[config.mk]
export PLATFORM = sky130hd
export DESIGN_NAME = l1_request_order
export DESIGN_NICKNAME = d
export VERILOG_FILES = /design/src/l1_request_order.sv
export SDC_FILE = /design/constraint.sdc
export NUM_CORES = 1
export LEC_CHECK = 0
export BUFFER_PORTS_ARGS = -buffer_cell sky130_fd_sc_hd__buf_2
export CORE_AREA = 4 4 41 43
export CTS_CLUSTER_SIZE = 12
export DETAILED_ROUTE_END_ITERATION = 8
export DIE_AREA = 0 0 45 47
export GPL_ROUTABILITY_DRIVEN = 0
export PLACE_DENSITY = 0.31
export SYNTH_ARGS = -nofsm -noshare
export SYNTH_HDL_FRONTEND = slang
export SYNTH_SLANG_ARGS = --single-unit
[constraint.sdc]
create_clock -name clk -period 0.94 [get_ports clk]
set_input_delay 0.047 -clock clk [delete_from_list [all_inputs] [get_ports clk]]
set_output_delay 0.047 -clock clk [all_outputs]
set_load 0.005 [all_outputs]
[src/l1_request_order.sv]
`timescale 1ns/1ps
`default_nettype none

module l1_request_order (
    input logic clk,
    input logic rst,
    input logic load_push,
    input logic store_push,
    input logic pop,
    output logic arb_load_sel
);

    // One tag per outstanding request, set for a load
    logic [1:0] order_q;
    logic rd_ptr;
    logic wr_ptr;
    logic push;

    assign push = load_push | store_push;

    always_ff @(posedge clk) begin
        if (push) begin
            order_q[wr_ptr] <= load_push;
        end
    end

    always_ff @(posedge clk) begin
        if (rst) begin
            rd_ptr <= 1'b0;
            wr_ptr <= 1'b0;
        end else begin
            rd_ptr <= rd_ptr ^ pop;
            wr_ptr <= wr_ptr ^ push;
        end
    end

    // Oldest request owns the bus
    assign arb_load_sel = order_q[rd_ptr];

endmodule

`default_nettype wire

==> impl_metrics.tcl, run 1 <==
set metrics [dict create \
    grt_util_all_layers 0.03009 \
    syn-num-nets 19 \
    synthSimpleGateAreaFrac 0.08271 \
    core_mm2 0.001301 \
    cp_max_fo 1 \
    worstSetupPathType "reg -> out" \
    fin_crit_ns 1.028 \
    slowest_stage "edfxtp_1" \
    powerDensity_mw_per_mm2 1982 \
    outcome "finished, violations left" \
    syn2layout_area_growth_pct 52.63 \
    clock_skew_ns 0.008426 \
    internal-power_uw 402.9 \
    start_util 0.1279 \
    overflow 0 \
    grt_pass1_wl_um 434 \
    synth_compound_area_frac 0 \
    num-nets-final 30 \
    clk_latency_ns 0.24 \
    cts.clk_slew.worst_paths_ns 0.04 \
    clkSinkCount 4 \
    cts_root_buf "clkbuf_4" \
    dieArea_mm2 0.002115 \
    synth_top_family_by_area "adder cells" \
    cpPeakStageDelay_ns 0.36 \
    antenna_found_initial 0 \
    final-hold-violation-count 0 \
    relSlewSlack 0.9171 \
    ys_seq_area_frac 0.6015 \
    placed_cells 32 \
    synth-xor-area-share 0.05263 \
    grt_max_degree 4 \
    rsz0062_at_grt "yes" \
    rows 13 \
    power_leakage_nw 0.1105 \
    ios 6 \
    cts_tree "yes" \
    htreeDepth 1 \
    syn_inst 12 \
    synthMuxAreaShare 0.09023 \
    clockBufferDepth 2 \
    fin_cells 37 \
    fmax_ghz 0.9725 \
    p_switching_uw 100.4 \
    via_per_inst 3.135 \
    synthAdderAreaFrac 0.1504 \
    clockPowerShare 0.460 \
    ys_types 8 \
    yosys.area.top_type_share 0.3609 \
    min_period_over_period 1.094 \
    layout-drive-gt1-share 0.5000 \
    ys_warn_count 0 \
    holdCritPathClass "in -> reg" \
    p_sw_frac 0.1995 \
    die_height_um 47 \
    diodes 0 \
    final_antenna_net_count 0 \
    p_comb_frac 0.119 \
    pwr-share-seq 0.421 \
    ir_worst_vdd_v 0.0004806 \
    cap_viol_max_count 0 \
    yosysTopAreaCell "edfxtp_1" \
    required_ns 0.89 \
    startpoint_type "register" \
    firstDrtPassIters 2 \
    cts_inserted_buffers 3 \
    maxSlewViolCount 0 \
    post-route-drc-count 0 \
    vias 116 \
    wirelength_um 258 \
    p_total_uw 503.3 \
    wire_per_inst_um 6.973 \
    synth.area.top_cells "edfxtp_1, dfxtp_1, ha_1" \
    drt_iter0_markers 1 \
    finalSetupViolations 1 \
    cts_setup_buffers 0 \
    finalWorstSetupSlack_ns -0.08829 \
    portBuffers 5 \
    avgSynthCellArea_um2 13.87 \
    cp-end-kind "output pin" \
    synth_seq_cells 4 \
    violations "negative setup slack" \
    die_width_um 45 \
    path_cells "mux2_4 -> buf_6" \
    syn_area_um2 166.4 \
    cp.arrival_ns 0.98 \
    dp_hpwl_um 215.7 \
    worstMarginPinSlew_ns 0.1235 \
    grt_pass1_vias 141 \
]
synth_stat cells, drive strengths merged:
cell	number
dfxtp	2
edfxtp	2
ha	2
inv	1
mux2	1
nor2	2
or2	1
xnor2	1
worst max-delay path, delay by kind of cell (launching register included):
family | cells | cell delay (ns)
flip-flops | 1 | 0.36
buffers and inverters | 1 | 0.11
multiplexers | 1 | 0.27
sequential cells by signal (all words and copies together) (netlist names):
signal   count
order_q      2
rd_ptr       1
wr_ptr       1
per-layer routing:
layer,global-route usage,part of all wire,vias to the layer above
met3,0.01149,0.085,0
li1,-,-,61
met4,0.03509,0,0
met5,0,0,-
met1,0.02746,0.45,51
met2,0.04802,0.47,4
final cells by class:
cell class                      count  area [µm²]
Clock buffer                        4       26.28
Multi-Input combinational cell      7       62.56
Timing Repair Buffer                6       41.29
Fill cell                         156        1047
Sequential cell                     4       101.3
Inverter                            1       3.754
Tap cell                           15       18.77
path summary, 6_finish.rpt:
path / from / endpoint / slack, ns / cells after the start
max: order_q[1] / arb_load_sel / -0.09 / 2
min: load_push / order_q[1] / 0.01 / 1
max reg2reg: wr_ptr / wr_ptr / 0.15 / 3
min reg2reg: rd_ptr / rd_ptr / 0.51 / 2
power by group through the flow:
stage	sequential [mW]	clock (mW)	combinational, mW
2_1_floorplan	0.212	0	0.0317
3_3_place_gp	0.214	0	0.0495
3_5_place_dp	0.214	0	0.0509
4_1_cts	0.212	0.251	0.0624
5_1_grt	0.213	0.255	0.0689
6_report	0.212	0.232	0.0601
logic make-up after synthesis:
family,after synthesis
adders and majority gates,2
xor gates and xnor gates,1
muxes,1
buffers and inverters,1
DFF,4
and+or+nand+nor,3
timing repair:
| item | 4_1_cts | 5_1_grt |
|---|---|---|
| endpoints found under the hold margin | 2 | 0 |
| endpoints found under the setup margin | 1 | 1 |
| hold buffers | 1 | 0 |
| resized for setup | 2 | 0 |
layout by cell type (no fill, tap or decap), drive strengths merged:
master       synthesis  layout
buf                  0       5
clkbuf               0       4
nor2                 2       2
ha                   2       2
edfxtp               2       2
dfxtp                2       2
inv                  1       1
mux2                 1       1
or2                  1       1
xnor2                1       1
dlygate4sd3          0       1
through the flow:
stage	hold slack (ns)	setup slack, ns	util	instance area (µm²)	TNS [ns]
4_1_cts	0.002858	-0.1074	0.1952	254.0	-0.1074
3_3_place_gp	0.2209	0.06435	0.1615	210.2	0
3_5_place_dp	0.2219	0.05776	0.1615	210.2	0
6_report	0.01232	-0.08829	0.1952	254.0	-0.08829
2_1_floorplan	0.1137	0.1700	-	166.4	0
5_1_grt	0.01070	-0.1218	0.1952	254.0	-0.1218
No activity file was read; power rests on OpenSTA's default activity.
==> run 2: changes to the inputs <==
--- a/config.mk
+++ b/config.mk
@@ -6,10 +6,10 @@
 export NUM_CORES = 1
 export LEC_CHECK = 0
 export BUFFER_PORTS_ARGS = -buffer_cell sky130_fd_sc_hd__buf_2
-export CORE_AREA = 4 4 41 43
+export CORE_AREA = 10 10 47 49
 export CTS_CLUSTER_SIZE = 12
 export DETAILED_ROUTE_END_ITERATION = 8
-export DIE_AREA = 0 0 45 47
+export DIE_AREA = 0 0 57 59
 export GPL_ROUTABILITY_DRIVEN = 0
 export PLACE_DENSITY = 0.31
 export SYNTH_ARGS = -nofsm -noshare
==> run 2 against run 1 <==
  * The flow still finishes with violations (negative setup slack)
  * Highest routed layer unchanged
  * Critical path type unchanged
  * Clock-buffer cell count is the same
  * Clock skew fell by 0.0040 ns
  * Final cell count up 5.4%
  * First-iteration DRC count decreased by 100%
  * Maximum frequency rose by 0.27%
==> impl_metrics.tcl, run 2 (synthesized netlist as in run 1, its figures left out) <==
set metrics [dict create \
    outcome "finished, violations left" \
    violations "negative setup slack" \
    r2r_setup_slack_ns 0.14 \
    post-route-drc-count 0 \
    slowest_stage "dfxtp_2" \
    final-hold-violation-count 0 \
    startpoint_type "register" \
    most-common-layout-cells "buf_2, clkbuf_4" \
    grt_util_all_layers 0.02684 \
    clockBufferDepth 2 \
    fillers 166 \
    final_antenna_net_count 0 \
    min_to "rd_ptr" \
    cts_root_buf "clkbuf_4" \
    relSlewSlack 0.9101 \
    cp_max_fo 2 \
    htreeDepth 1 \
    grt_max_degree 4 \
    core_mm2 0.001401 \
    cts_tree "yes" \
    min_period_over_period 1.091 \
    grt_pass1_wl_um 572 \
    dieArea_mm2 0.003363 \
    worstSetupPathType "reg -> out" \
    layout-drive-gt1-share 0.4783 \
    multiInputGateArea_um2 62.56 \
    clk_latency_ns 0.24 \
    largestRegisters "order_q (2), rd_ptr (1), wr_ptr (1)" \
    maxSlewViolCount 0 \
    holdCritPathClass "in -> reg" \
    reg2reg_depth 3 \
    finalWorstSetupSlack_ns -0.08553 \
    cts_inserted_buffers 3 \
    ios 6 \
    cpPeakStageDelay_ns 0.33 \
    clock_skew_ns 0.004434 \
    regMostFlops "order_q" \
    worst_hold_startpoint "pop" \
    num-nets-final 31 \
    rsz0062_at_grt "yes" \
    overflow 0 \
    cap_viol_max_count 0 \
    rows 14 \
    hold_depth 3 \
    finalSetupViolations 1 \
    ir_worst_vdd_v 0.0006557 \
    worstMarginPinSlew_ns 0.1339 \
    firstDrtPassIters 1 \
    required_ns 0.89 \
    wirelength_um 329 \
    wire_per_inst_um 8.436 \
    drt_iter0_markers 0 \
    rr_endpoint "wr_ptr" \
    powerDensity_mw_per_mm2 1931 \
    fmax_ghz 0.9751 \
    fin_crit_ns 1.026 \
    die_height_um 59 \
    start_util 0.1188 \
    cts_setup_buffers 0 \
    cts.clk_slew.worst_paths_ns 0.04 \
    syn2layout_area_growth_pct 59.40 \
    critical-path-top-delay-family "flip-flops" \
    cp-end-kind "output pin" \
    power_leakage_nw 0.1146 \
    vias 114 \
    timing.rr.start "wr_ptr" \
    die_width_um 57 \
    grt_pass1_vias 137 \
    largest_reg_flops 2 \
    via_per_inst 2.923 \
    final_common_cell "buf_2" \
    p_total_uw 512.3 \
    path_cells "mux2_4 -> buf_6" \
    clkSinkCount 4 \
    cp.arrival_ns 0.98 \
    antenna_found_initial 0 \
    diodes 0 \
    path_buf_inv 1 \
    worst_hold_slack_ns 0.06032 \
    portBuffers 5 \
    regArea_um2 101.3 \
]
-- run 2: cell type report --
type                       instances  share of cell area
sequential                         4              0.3821
timing repair buffer               7              0.1934
tap                               16             0.07547
inverter                           1             0.01415
clock buffer                       4             0.09906
multi-input combinational          7              0.2358
-- run 2: power breakdown --
part	switching (mW)	total [mW]	leakage (nW)	internal [mW]
registers	0.00802	0.211	0.0361	0.203
clock network	0.0768	0.237	0.0150	0.160
logic	0.0213	0.0644	0.0635	0.0431
-- run 2: layer usage --
layer | up-vias | part of all wire | track usage
met3 | 0 | 0.16 | 0.03219
met1 | 48 | 0.44 | 0.02387
met2 | 6 | 0.40 | 0.02326
met5 | - | 0 | 0
met4 | 0 | 0 | 0.04027
li1 | 60 | - | -
-- run 2: stage by stage --
step                cells  setup WS, ns    util  area (µm²)  setup TNS [ns]
floorplan              12        0.1700       -       166.4               0
global placement       33       0.07239  0.1509       211.5               0
detailed placement     33       0.05004  0.1509       211.5               0
CTS                    38       -0.1055  0.1821       255.2         -0.1055
global route           39       -0.1619  0.1893       265.3         -0.1619
finish                 39      -0.08553  0.1893       265.3        -0.08553
-- run 2: timing repair --
action / in CTS / in global routing
endpoints found under the hold margin: 2 / 2
endpoints found under the setup margin: 1 / 1
pin swaps: 0 / 0
gates resized for setup: 2 / 0
hold buffers: 1 / 1
-- run 2: worst max path at each step --
stage,start,to,slack [ns],cells past startpoint
final,rd_ptr,arb_load_sel,-0.09,2
after global placement,store_push,order_q[0],0.07,3
after detailed placement,load_push,wr_ptr,0.05,4
after CTS,order_q[1],arb_load_sel,-0.11,2
after floorplan,wr_ptr,order_q[0],0.17,2
after global routing,order_q[0],arb_load_sel,-0.16,2
-- run 2: worst reg2reg max path: stages, from the launching register on --
cell,delay [ns]
dfxtp_1,0.33
inv_1,0.05
ha_1,0.28
nor2_1,0.09
